`src/rtl/corePkg.sv`:
```
package corePkg;

   // one instruction in flight, no overlap
   typedef enum logic [2:0] {
      halted,
      fetch,
      execute,
      memAccess,
      writeRes
   } state_e;

   typedef enum logic [3:0] {
      add,
      sub,
      xorOp,
      orOp,
      andOp,
      sll,
      srl,
      sra,
      slt,
      sltu,
      passB   // operand b straight through
   } aluOp_e;

endpackage

```
`src/rtl/isaPkg.sv`:
```
package isaPkg;

   localparam int xlen     = 32;
   localparam int regAddrW = 5;
   localparam int opcodeW  = 7;
   localparam int funct3W  = 3;
   localparam int funct7W  = 7;

   // major opcodes of the supported subset
   typedef enum logic [opcodeW-1:0] {
      opImm = 7'b0010011,
      lui   = 7'b0110111,
      op    = 7'b0110011,
      load  = 7'b0000011,
      store = 7'b0100011,
      halt  = 7'b1111111   // all ones stops the core
   } opcode_e;

   localparam logic [funct3W-1:0] f3Add  = 3'b000;  // also sub
   localparam logic [funct3W-1:0] f3Sll  = 3'b001;
   localparam logic [funct3W-1:0] f3Slt  = 3'b010;
   localparam logic [funct3W-1:0] f3Sltu = 3'b011;
   localparam logic [funct3W-1:0] f3Xor  = 3'b100;
   localparam logic [funct3W-1:0] f3Srl  = 3'b101;  // also sra
   localparam logic [funct3W-1:0] f3Or   = 3'b110;
   localparam logic [funct3W-1:0] f3And  = 3'b111;

   // word load/store
   localparam logic [funct3W-1:0] f3Lw   = 3'b010;
   localparam logic [funct3W-1:0] f3Sw   = 3'b010;

   localparam logic [funct7W-1:0] funct7Base = 7'b0000000;
   localparam logic [funct7W-1:0] funct7Alt  = 7'b0100000;  // sub, sra

endpackage

```
`src/rtl/busSequencer.sv`:
```
module busSequencer (
   input  logic                     clk,
   input  logic                     rstn,
   input  logic                     loadEn,
   input  logic                     busAck,
   input  logic [isaPkg::xlen-1:0]  busRData,
   input  logic                     isStore,
   input  logic                     isLoad,
   input  logic                     isHalt,
   input  logic                     invalid,
   input  logic [isaPkg::xlen-1:0]  aluOut,
   input  logic [isaPkg::xlen-1:0]  rs2Data,
   output logic                     busReq,
   output logic [isaPkg::xlen-1:0]  busAddr,
   output logic                     busWe,
   output logic [isaPkg::xlen-1:0]  busWData,
   output logic [isaPkg::xlen-1:0]  instr,
   output corePkg::state_e          state,
   output logic                     halt
);

   logic [isaPkg::xlen-1:0] pc;
   logic                    startFetch;
   logic                    startMem;
   logic                    done;

   assign done = busReq && busAck;

   // after a store ack the fetch state raises the request itself
   assign startFetch = (state == corePkg::halted && loadEn) ||
                       (state == corePkg::writeRes) ||
                       (state == corePkg::fetch && !busReq);
   assign startMem   = state == corePkg::execute && (isLoad || isStore) && !isHalt && !invalid;

   assign halt = (state == corePkg::halted);

   always_ff @(posedge clk) begin
      if (!rstn) begin
         state  <= corePkg::halted;
         pc     <= '0;
         busReq <= 1'b0;
         busWe  <= 1'b0;
      end else begin
         if (startFetch || startMem) begin
            busReq <= 1'b1;
         end else if (done) begin
            busReq <= 1'b0;
         end
         if (startMem) begin
            busWe <= isStore;
         end else if (done) begin
            busWe <= 1'b0;
         end
         case (state)
            corePkg::halted: if (loadEn) state <= corePkg::fetch;
            corePkg::fetch: begin
               if (done) begin
                  pc    <= pc + 1;   // word addressed
                  state <= corePkg::execute;
               end
            end
            corePkg::execute: begin
               if (isHalt || invalid) begin
                  state <= corePkg::halted;
               end else if (startMem) begin
                  state <= corePkg::memAccess;
               end else begin
                  state <= corePkg::writeRes;
               end
            end
            corePkg::memAccess: begin
               if (done) begin
                  if (isLoad) begin
                     state <= corePkg::writeRes;
                  end else begin
                     state <= corePkg::fetch;   // sw has nothing to write back
                  end
               end
            end
            corePkg::writeRes: state <= corePkg::fetch;
            default: state <= corePkg::halted;
         endcase
      end
   end

   always_ff @(posedge clk) begin
      if (startFetch) begin
         busAddr <= pc;
      end else if (startMem) begin
         busAddr  <= aluOut;
         busWData <= rs2Data;
      end
      if (state == corePkg::fetch && done) begin
         instr <= busRData;
      end
   end

   // request held with unchanged payload until acknowledged
   assert property (@(posedge clk) disable iff (!rstn)
      busReq && !busAck |=> busReq && $stable(busAddr) && $stable(busWe) && $stable(busWData))
      else $error("bus request changed before acknowledge");

   assert property (@(posedge clk) disable iff (!rstn) done |=> !busReq)
      else $error("bus request still high after acknowledge");

endmodule

```
`src/rtl/execUnit.sv`:
```
module execUnit (
   input  corePkg::aluOp_e          aluOp,
   input  logic                     useImm,
   input  logic [isaPkg::xlen-1:0]  rs1Data,
   input  logic [isaPkg::xlen-1:0]  rs2Data,
   input  logic [isaPkg::xlen-1:0]  imm,
   output logic [isaPkg::xlen-1:0]  aluOut
);

   logic [isaPkg::xlen-1:0] opA;
   logic [isaPkg::xlen-1:0] opB;
   logic [4:0]              shamt;
   logic                    ltSigned;
   logic                    ltUnsigned;

   assign opA   = rs1Data;
   assign opB   = useImm ? imm : rs2Data;
   assign shamt = opB[4:0];   // low bits only, also for register shifts

   assign ltSigned   = $signed(opA) < $signed(opB);
   assign ltUnsigned = opA < opB;   // sltiu sees the sign-extended imm as unsigned

   // loads and stores come through here as add, giving the word address
   always_comb begin
      case (aluOp)
         corePkg::add:   aluOut = opA + opB;
         corePkg::sub:   aluOut = opA - opB;
         corePkg::xorOp: aluOut = opA ^ opB;
         corePkg::orOp:  aluOut = opA | opB;
         corePkg::andOp: aluOut = opA & opB;
         corePkg::sll:   aluOut = opA << shamt;
         corePkg::srl:   aluOut = opA >> shamt;
         corePkg::sra:   aluOut = $unsigned($signed(opA) >>> shamt);
         corePkg::slt:   aluOut = {{(isaPkg::xlen-1){1'b0}}, ltSigned};
         corePkg::sltu:  aluOut = {{(isaPkg::xlen-1){1'b0}}, ltUnsigned};
         corePkg::passB: aluOut = opB;
         default:        aluOut = '0;
      endcase
   end

endmodule

```
`src/rtl/instrDecode.sv`:
```
module instrDecode (
   input  logic [isaPkg::xlen-1:0]      instr,
   output logic [isaPkg::regAddrW-1:0]  rs1,
   output logic [isaPkg::regAddrW-1:0]  rs2,
   output logic [isaPkg::regAddrW-1:0]  rd,
   output logic [isaPkg::xlen-1:0]      imm,
   output corePkg::aluOp_e              aluOp,
   output logic                         useImm,
   output logic                         isLui,
   output logic                         isLoad,
   output logic                         isStore,
   output logic                         isHalt,
   output logic                         writesRd,
   output logic                         invalid
);

   isaPkg::opcode_e              opc;
   logic [isaPkg::funct3W-1:0]   funct3;
   logic [isaPkg::funct7W-1:0]   funct7;
   logic [isaPkg::xlen-1:0]      immI;
   logic [isaPkg::xlen-1:0]      immS;
   logic [isaPkg::xlen-1:0]      shamt;

   assign opc    = isaPkg::opcode_e'(instr[6:0]);
   assign funct3 = instr[14:12];
   assign funct7 = instr[31:25];
   assign rd     = instr[11:7];
   assign rs1    = instr[19:15];
   assign rs2    = instr[24:20];

   assign immI  = {{20{instr[31]}}, instr[31:20]};
   assign immS  = {{20{instr[31]}}, instr[31:25], instr[11:7]};   // split store field
   assign shamt = {27'b0, instr[24:20]};

   always_comb begin
      imm      = immI;
      aluOp    = corePkg::passB;
      useImm   = 1'b0;
      isLui    = 1'b0;
      isLoad   = 1'b0;
      isStore  = 1'b0;
      isHalt   = 1'b0;
      writesRd = 1'b0;
      invalid  = 1'b0;
      case (opc)
         isaPkg::opImm: begin
            useImm   = 1'b1;
            writesRd = 1'b1;
            case (funct3)
               isaPkg::f3Add:  aluOp = corePkg::add;
               isaPkg::f3Slt:  aluOp = corePkg::slt;
               isaPkg::f3Sltu: aluOp = corePkg::sltu;
               isaPkg::f3Xor:  aluOp = corePkg::xorOp;
               isaPkg::f3Or:   aluOp = corePkg::orOp;
               isaPkg::f3And:  aluOp = corePkg::andOp;
               isaPkg::f3Sll: begin
                  aluOp = corePkg::sll;
                  imm   = shamt;
               end
               isaPkg::f3Srl: begin
                  imm = shamt;
                  if (funct7 == isaPkg::funct7Base) begin
                     aluOp = corePkg::srl;
                  end else if (funct7 == isaPkg::funct7Alt) begin
                     aluOp = corePkg::sra;
                  end else begin
                     invalid = 1'b1;
                  end
               end
               default: invalid = 1'b1;
            endcase
         end
         isaPkg::lui: begin
            isLui    = 1'b1;
            useImm   = 1'b1;
            writesRd = 1'b1;
            imm      = {12'b0, instr[31:12]};   // shifted up in writeBack
         end
         isaPkg::op: begin
            writesRd = 1'b1;
            if (funct7 == isaPkg::funct7Base) begin
               case (funct3)
                  isaPkg::f3Add: aluOp = corePkg::add;
                  isaPkg::f3Xor: aluOp = corePkg::xorOp;
                  isaPkg::f3Or:  aluOp = corePkg::orOp;
                  isaPkg::f3And: aluOp = corePkg::andOp;
                  isaPkg::f3Sll: aluOp = corePkg::sll;
                  default:       invalid = 1'b1;
               endcase
            end else if (funct7 == isaPkg::funct7Alt && funct3 == isaPkg::f3Add) begin
               aluOp = corePkg::sub;
            end else begin
               invalid = 1'b1;
            end
         end
         isaPkg::load: begin
            isLoad   = 1'b1;
            useImm   = 1'b1;
            writesRd = 1'b1;
            aluOp    = corePkg::add;
            invalid  = (funct3 != isaPkg::f3Lw);   // lw only
         end
         isaPkg::store: begin
            isStore = 1'b1;
            useImm  = 1'b1;
            imm     = immS;
            aluOp   = corePkg::add;
         end
         isaPkg::halt: isHalt = 1'b1;
         default: invalid = 1'b1;
      endcase
      if (invalid) begin
         writesRd = 1'b0;
      end
   end

endmodule

```
`src/rtl/lanzonesCore.sv`:
```
module lanzonesCore (
   input  logic                     clk,
   input  logic                     rstn,
   input  logic                     loadEn,
   input  logic                     busAck,
   input  logic [isaPkg::xlen-1:0]  busRData,
   output logic                     busReq,
   output logic [isaPkg::xlen-1:0]  busAddr,
   output logic                     busWe,
   output logic [isaPkg::xlen-1:0]  busWData,
   output logic                     halt
);

   logic [isaPkg::xlen-1:0]      instr;
   corePkg::state_e              state;
   logic [isaPkg::regAddrW-1:0]  rs1;
   logic [isaPkg::regAddrW-1:0]  rs2;
   logic [isaPkg::regAddrW-1:0]  rd;
   logic [isaPkg::xlen-1:0]      imm;
   corePkg::aluOp_e              aluOp;
   logic                         useImm;
   logic                         isLui;
   logic                         isLoad;
   logic                         isStore;
   logic                         isHalt;
   logic                         writesRd;
   logic                         invalid;
   logic [isaPkg::xlen-1:0]      aluOut;
   logic [isaPkg::xlen-1:0]      rs1Data;
   logic [isaPkg::xlen-1:0]      rs2Data;
   logic                         we;
   logic [isaPkg::regAddrW-1:0]  wAddr;
   logic [isaPkg::xlen-1:0]      wData;

   busSequencer seq_i (
      .clk, .rstn, .loadEn, .busAck, .busRData, .isStore, .isLoad, .isHalt, .invalid,
      .aluOut, .rs2Data, .busReq, .busAddr, .busWe, .busWData, .instr, .state, .halt
   );

   instrDecode dec_i (
      .instr, .rs1, .rs2, .rd, .imm, .aluOp, .useImm, .isLui, .isLoad, .isStore,
      .isHalt, .writesRd, .invalid
   );

   execUnit exe_i (
      .aluOp, .useImm, .rs1Data, .rs2Data, .imm, .aluOut
   );

   regFile rf_i (
      .clk, .rstn, .rs1, .rs2, .we, .wAddr, .wData, .rs1Data, .rs2Data
   );

   writeBack wb_i (
      .clk, .rstn, .state, .isLui, .isLoad, .writesRd, .rd, .imm, .aluOut, .busAck,
      .busRData, .we, .wAddr, .wData
   );

endmodule

```
`src/rtl/regFile.sv`:
```
module regFile (
   input  logic                         clk,
   input  logic                         rstn,
   input  logic [isaPkg::regAddrW-1:0]  rs1,
   input  logic [isaPkg::regAddrW-1:0]  rs2,
   input  logic                         we,
   input  logic [isaPkg::regAddrW-1:0]  wAddr,
   input  logic [isaPkg::xlen-1:0]      wData,
   output logic [isaPkg::xlen-1:0]      rs1Data,
   output logic [isaPkg::xlen-1:0]      rs2Data
);

   logic [isaPkg::xlen-1:0] regs [2**isaPkg::regAddrW];

   always_ff @(posedge clk) begin
      if (!rstn) begin
         for (int i = 0; i < 2**isaPkg::regAddrW; i++) begin
            regs[i] <= '0;
         end
      end else if (we && wAddr != '0) begin   // x0 stays zero
         regs[wAddr] <= wData;
      end
   end

   assign rs1Data = regs[rs1];
   assign rs2Data = regs[rs2];

endmodule

```
`src/rtl/writeBack.sv`:
```
module writeBack (
   input  logic                         clk,
   input  logic                         rstn,
   input  corePkg::state_e              state,
   input  logic                         isLui,
   input  logic                         isLoad,
   input  logic                         writesRd,
   input  logic [isaPkg::regAddrW-1:0]  rd,
   input  logic [isaPkg::xlen-1:0]      imm,
   input  logic [isaPkg::xlen-1:0]      aluOut,
   input  logic                         busAck,
   input  logic [isaPkg::xlen-1:0]      busRData,
   output logic                         we,
   output logic [isaPkg::regAddrW-1:0]  wAddr,
   output logic [isaPkg::xlen-1:0]      wData
);

   logic loadDone;

   assign loadDone = state == corePkg::memAccess && isLoad && busAck;

   // high only for the writeRes cycle
   always_ff @(posedge clk) begin
      if (!rstn) begin
         we <= 1'b0;
      end else begin
         we <= (state == corePkg::execute && writesRd && !isLoad) || loadDone;
      end
   end

   always_ff @(posedge clk) begin
      if (state == corePkg::execute) begin
         wAddr <= rd;
         if (isLui) begin
            wData <= {imm[19:0], 12'b0};
         end else begin
            wData <= aluOut;
         end
      end else if (loadDone) begin
         wData <= busRData;   // taken on the ack edge
      end
   end

endmodule

```
`config.mk`:
```
export PLATFORM = sky130hd
export DESIGN_NAME = lanzonesCore
export DESIGN_NICKNAME = d
export VERILOG_FILES = /design/src/rtl/corePkg.sv /design/src/rtl/isaPkg.sv /design/src/rtl/busSequencer.sv /design/src/rtl/execUnit.sv /design/src/rtl/instrDecode.sv /design/src/rtl/lanzonesCore.sv /design/src/rtl/regFile.sv /design/src/rtl/writeBack.sv
export SDC_FILE = /design/constraint.sdc
export NUM_CORES = 2
export LEC_CHECK = 0
export ABC_AREA = 0
export BUFFER_PORTS_ARGS = -buffer_cell sky130_fd_sc_hd__buf_2
export CELL_PAD_IN_SITES_DETAIL_PLACEMENT = 1
export CELL_PAD_IN_SITES_GLOBAL_PLACEMENT = 1
export CORE_AREA = 5 5 387 389
export CTS_CLUSTER_DIAMETER = 100
export CTS_CLUSTER_SIZE = 20
export DETAILED_ROUTE_END_ITERATION = 8
export DIE_AREA = 0 0 392 394
export GPL_ROUTABILITY_DRIVEN = 0
export PLACE_DENSITY_LB_ADDON = 0.12
export SYNTH_ARGS = -nofsm -noshare
export SYNTH_HDL_FRONTEND = slang
export SYNTH_SLANG_ARGS = --single-unit
```
`constraint.sdc`:
```
create_clock -name clk -period 8.46 [get_ports clk]
set_input_delay 1.692 -clock clk [delete_from_list [all_inputs] [get_ports clk]]
set_output_delay 1.692 -clock clk [all_outputs]
set_load 0.03 [all_outputs]
```
**Word-level counts from Yosys, hierarchy flattened**

Memories as Yosys holds them, arrays and structs flattened. A register that Yosys moved wholly into a read port is not among the register bits.
Index checks and enable logic that the tools add are counted.

- Flip-flop bits (word level): 171
- Bits in writable memories: 1,024
- Input bits: 36
- Output and inout port bits: 67
- Memories kept: 1

Memories:

| name | depth | width | read ports | clocked after memory_dff | write ports | line | source |
|---|---|---|---|---|---|---|---|
| rf_i.regs | 32 | 32 | 2 | 2 | 32 | regFile.sv:13 | `logic [isaPkg::xlen-1:0] regs [2**isaPkg::regAddrW];` |

- Add/subtract/negate cells: 3
- Magnitude comparators: 2
- Equal/unequal tests: 32
- Shift operators: 3
- Multiplexer cells: 49
- Bitwise logic cells: 4
- Reduce and logical (&&, ||, !) cells: 42

Operator list:

| kind | number |
|---|---|
| 32-bit case mux with 11 select lines | 1 |
| 32-bit 2-to-1 mux | 8 |
| 32-bit case mux with 3 select lines | 1 |
| 32-bit less-than comparator | 2 |
| 32-bit by 1-bit adder with 32-bit output, second input constant | 1 |
| 32-bit adder | 1 |
| 32-bit AND | 1 |
| 32-bit bitwise OR | 1 |
| 4-bit case mux with 8 select lines | 1 |
| 32-bit OR reduction | 1 |
| 32-bit by 5-bit << shifter with 32-bit output | 1 |
| 32-bit by 5-bit right shift with 32-bit output | 1 |
| 32-bit by 5-bit >>> shifter with 32-bit output | 1 |
| 32-bit subtractor | 1 |
| 32-bit bitwise XOR | 1 |
| 7-bit by 6-bit == test with 1-bit output, second input constant | 4 |
| 1-bit 2-to-1 mux | 21 |
| 4-bit case mux with 5 select lines | 1 |
| 3-bit 2-to-1 mux | 6 |
| 4-bit by 3-bit == test with 1-bit output, second input constant | 4 |
| 4-bit 2-to-1 mux | 4 |
| 3-bit == test, second input constant | 5 |
| 5-bit 2-to-1 mux | 3 |
| 3-bit case mux with 5 select lines | 1 |
| other kinds (28) | 63 |

**Logic depth before layout (Yosys ltp)**

- Depth after elaboration: 10
- Gate-level depth with buffers: 27
- Mapped depth without buffers: 21

**Modules after synthesis**

A second synthesis with hierarchy kept.

- Cells, all modules: 6,632
- Area total of the unflattened synthesis: 73,332.8 µm²

Modules (own cells, without submodules):

| module | times used | cells each | area an instance (µm²) | sequential area each (µm²) |
|---|---|---|---|---|
| regFile | 1 | 4,609 | 55,719.7 | 30,749.5 |
| execUnit | 1 | 1,418 | 9,689.3 | 0.0 |
| busSequencer | 1 | 369 | 5,216.3 | 3,623.5 |
| writeBack | 1 | 116 | 1,900.6 | 1,131.1 |
| instrDecode | 1 | 120 | 807.0 | 0.0 |

**Worst setup path before layout**

OpenSTA, ideal clock, no wires.

- Path kind: reg-to-reg
- Start: reg with a tool-made name
- End: reg wb_i.wData[27] in the netlist's numbering, data pin
- Library setup time: 254 ps
- Arrival time: 6,088 ps
- Required time: 8,206 ps
- Path slack: 2,118 ps
- Cell stages (with the launch flop): 25
- Buffers on the path: 6
- Period minus slack after synthesis: 6,342 ps
- Cells stage by stage: dfxtp_1 -> buf_4 -> buf_4 -> buf_2 -> buf_1 -> clkbuf_1 -> clkbuf_1 -> mux4_2 -> mux4_2 -> mux2_2 -> o21ai_0 -> inv_1 -> ha_1 -> nor2b_1 -> a311o_1 -> o31ai_1 -> nand3b_1 -> a2111oi_0 -> o22a_1 -> a31oi_1 -> mux2i_1 -> nor4b_1 -> a211oi_1 -> a21oi_1 -> a21o_1

RTL lines:

| element | line | source |
|---|---|---|
| end signal: assignment | writeBack.sv:35 | `wData <= {imm[19:0], 12'b0};` |
| end signal: assignment | writeBack.sv:37 | `wData <= aluOut;` |
| end signal: assignment | writeBack.sv:40 | `wData <= busRData;` |
| end: declaration | writeBack.sv:15 | `output logic [isaPkg::xlen-1:0] wData` |

==> reports/results.ini <==
[outcome]
status = complete, no violations

[clock_network]
ctsRootBufferMaster = clkbuf_16
post_cts_buffers = 0
htreeDepth = 3
path_clk_slew_ns = 0.10
cts_buffer_depth = 3
ctsHoldBuffers = 0
cts_tree = built
cts_resized = 0
clk_latency_ns = 0.73
numCtsBuffers = 72
numClockSinks = 1205

[sta]
final.period_utilization = 0.906
whs_ns = 0.475
timing.fmax_ghz = 0.130
rsz0062_at_grt = false
fin_crit_ns = 7.66
setup_viol = 0
hold_violations = 0
clock_skew_ns = 0.0486
slew_viol_final = 0
tightestPinTransition_ns = 1.37
tns_ns = 0
slew_headroom = 0.0654

[global_routing]
grt_max_degree = 89
grt_use_total = 0.383
grt_pass1_wl_um = 422000
antenna_found_initial = 25
grt.overflow.total = 0
grt_pass1_vias = 55700

[place]
place_inst = 7658
hpwl_um = 202000
dpl_cell_area_mm2 = 0.0754
port_buffers = 102

[finish]
multi_input_area_mm2 = 0.0345
syn_to_final_growth_pct = 7.34
fillers = 14800
fin_area_mm2 = 0.0776
nNetsFinal = 5942
drive_above_1_share = 0.173
finalNonFillerCells = 7779
final_cell_mix = 1157 x edfxtp_1, 1006 x and2_1, 548 x mux2i_1, 347 x mux4_2, 266 x nand2_1
seqCellArea_mm2 = 0.0357
layout_commonest_cell = edfxtp_1

[drt]
first_iter_violations = 8410
routedWlPerCell_um = 38.9
dr_wl_met2_um = 130000
wl_met3_um = 35500
detail-route-antenna-nets = 0
met1Wirelength_um = 115000
highest_layer = met5
drc = 0
drt-total-wl_um = 303000
dr.pass1.iters = 8
vias = 55800
viasPerCell = 7.17

[logic_synthesis]
synth_area_per_cell_um2 = 12.2
yosysSeqAreaShare = 0.494
synth.cell_area_mm2 = 0.0723
ys.flop_type = edfxtp_1
yosys.area.top_type_share = 0.481
synth_cell_types = 115
synth_edf_count = 1157
synth_seq_cells = 1205
synth_top_area_cell = edfxtp_1
post_synth_inst_count = 5903
yosysWarningCount = 0
ys_async_sr_fraction = 0
synthTopCellsByArea = edfxtp_1 48%, mux4_2 11%, and2_1 8.7%

[job]
cap_violations = 0

[floorplan]
core-area_mm2 = 0.146
initial_core_util = 0.493
die_area_mm2 = 0.154
fp.dieW_um = 392
ioPinCount = 103
fp-row-count = 141
dieHeight_um = 394

[power_and_ir_drop]
leakage_nw = 28.8
vdd.ir_drop.worst_uv = 167
power.density_mw_per_mm2 = 225
p_total_w = 0.0174

[setup_path]
reg2reg_slack_ns = 0.80
start_kind = flip-flop
cp.arrival_ns = 8.10
critical_path_required_ns = 8.89
crit_type = reg -> reg
cp_max_fo = 29
cp-end-kind = flip-flop

[hold_path]
hold_path.class = reg -> reg

per-layer routing:
layer / vias up / GRT usage
li1: 22000 / -
met1: 28900 / 0.517
met2: 4037 / 0.563
met3: 906 / 0.0955
met4: 8 / 0.225
met5: - / 0
synth_stat cells, types with 11 or more instances:
library cell / count
xor2_1: 24
o31ai_1: 13
inv_2: 15
nand2_1: 267
buf_6: 25
o21ai_1: 11
a22oi_1: 203
edfxtp_1: 1157
o221ai_1: 14
clkbuf_1: 342
mux2i_1: 548
o311ai_2: 11
a31oi_1: 61
o21bai_1: 12
a21oi_1: 151
nor3_1: 65
dfxtp_1: 48
and3_1: 25
a22o_1: 44
a211oi_1: 54
a21o_1: 21
a221o_1: 13
or3_1: 20
xnor2_1: 20
o21ai_0: 189
buf_1: 31
nand3_1: 102
inv_1: 86
nand2b_1: 23
ha_1: 102
nor4_1: 12
nor2_1: 289
nand4_1: 25
mux2_2: 67
o211ai_1: 17
buf_4: 34
buf_2: 99
o22ai_1: 23
and2_1: 1008
a221oi_1: 23
mux4_2: 347
nor2b_1: 44
stage by stage:
stage / setup WS (ns) / utilization
5_1_grt: 0.844 / 0.529
6_report: 0.796 / 0.530
4_1_cts: 1.24 / 0.529
3_5_place_dp: 1.25 / 0.515
2_1_floorplan: 2.12 / -
3_3_place_gp: 1.47 / 0.515
path summary, 6_finish.rpt:
kind / start / endpoint / cells after the start
max: flip-flop / wb_i.wData[22] / 19
min: seq_i.instr[11] / wb_i.wAddr[4] / 0
max reg2reg: flip-flop / wb_i.wData[22] / 19
min reg2reg: seq_i.instr[11] / wb_i.wAddr[4] / 0
registers in the layout (all words and copies together), names as in the netlist, named ones only:
register,flops
wb_i.wAddr,5
seq_i.state,3
seq_i.busReq,1
seq_i.busAddr,32
seq_i.busWe,1
seq_i.pc,32
rf_i.regs,1024
seq_i.busWData,32
wb_i.wData,32
wb_i.we,1
seq_i.instr,32
worst max-delay path: stages (launching register included):
cell and delay, ns:
dfxtp_4 0.88, and2_2 0.74, a22oi_1 0.19, a31oi_1 0.77, and3_1 0.54, inv_1 0.18, ha_1 0.42, inv_1 0.14
a21oi_1 0.14, o21ai_0 0.38, a41oi_1 0.20, buf_4 0.20, o31ai_1 0.73, a31oi_1 0.27, o21ai_0 0.27, xnor2_1 0.21
nor2_1 0.16, or4_1 0.61, a31oi_1 0.20, o21ai_1 0.09
cell type report:
type / instances / share of cell area
antenna: 15 / 0.000484
clock inverter: 9 / 0.00215
inverter: 106 / 0.00521
clock buffer: 97 / 0.0257
multi-input combinational: 4086 / 0.444
timing repair buffer: 331 / 0.0302
tap: 1930 / 0.0311
sequential: 1205 / 0.461
power breakdown:
group          switching (W)  internal (W)
Combinational        0.00426       0.00206
Clock                0.00212       0.00171
Sequential          0.000385       0.00690
logic make-up after synthesis:
family,Yosys count,share of synthesized area
simple gates,1940,0.147
flops,1205,0.494
compound gates,999,0.0982
mux,967,0.196
buf+inv,643,0.0407
fa+ha+maj,104,0.0182
xor+xnor,44,0.00533
other cells,1,0.0000519
No activity file was read; power rests on OpenSTA's default activity.
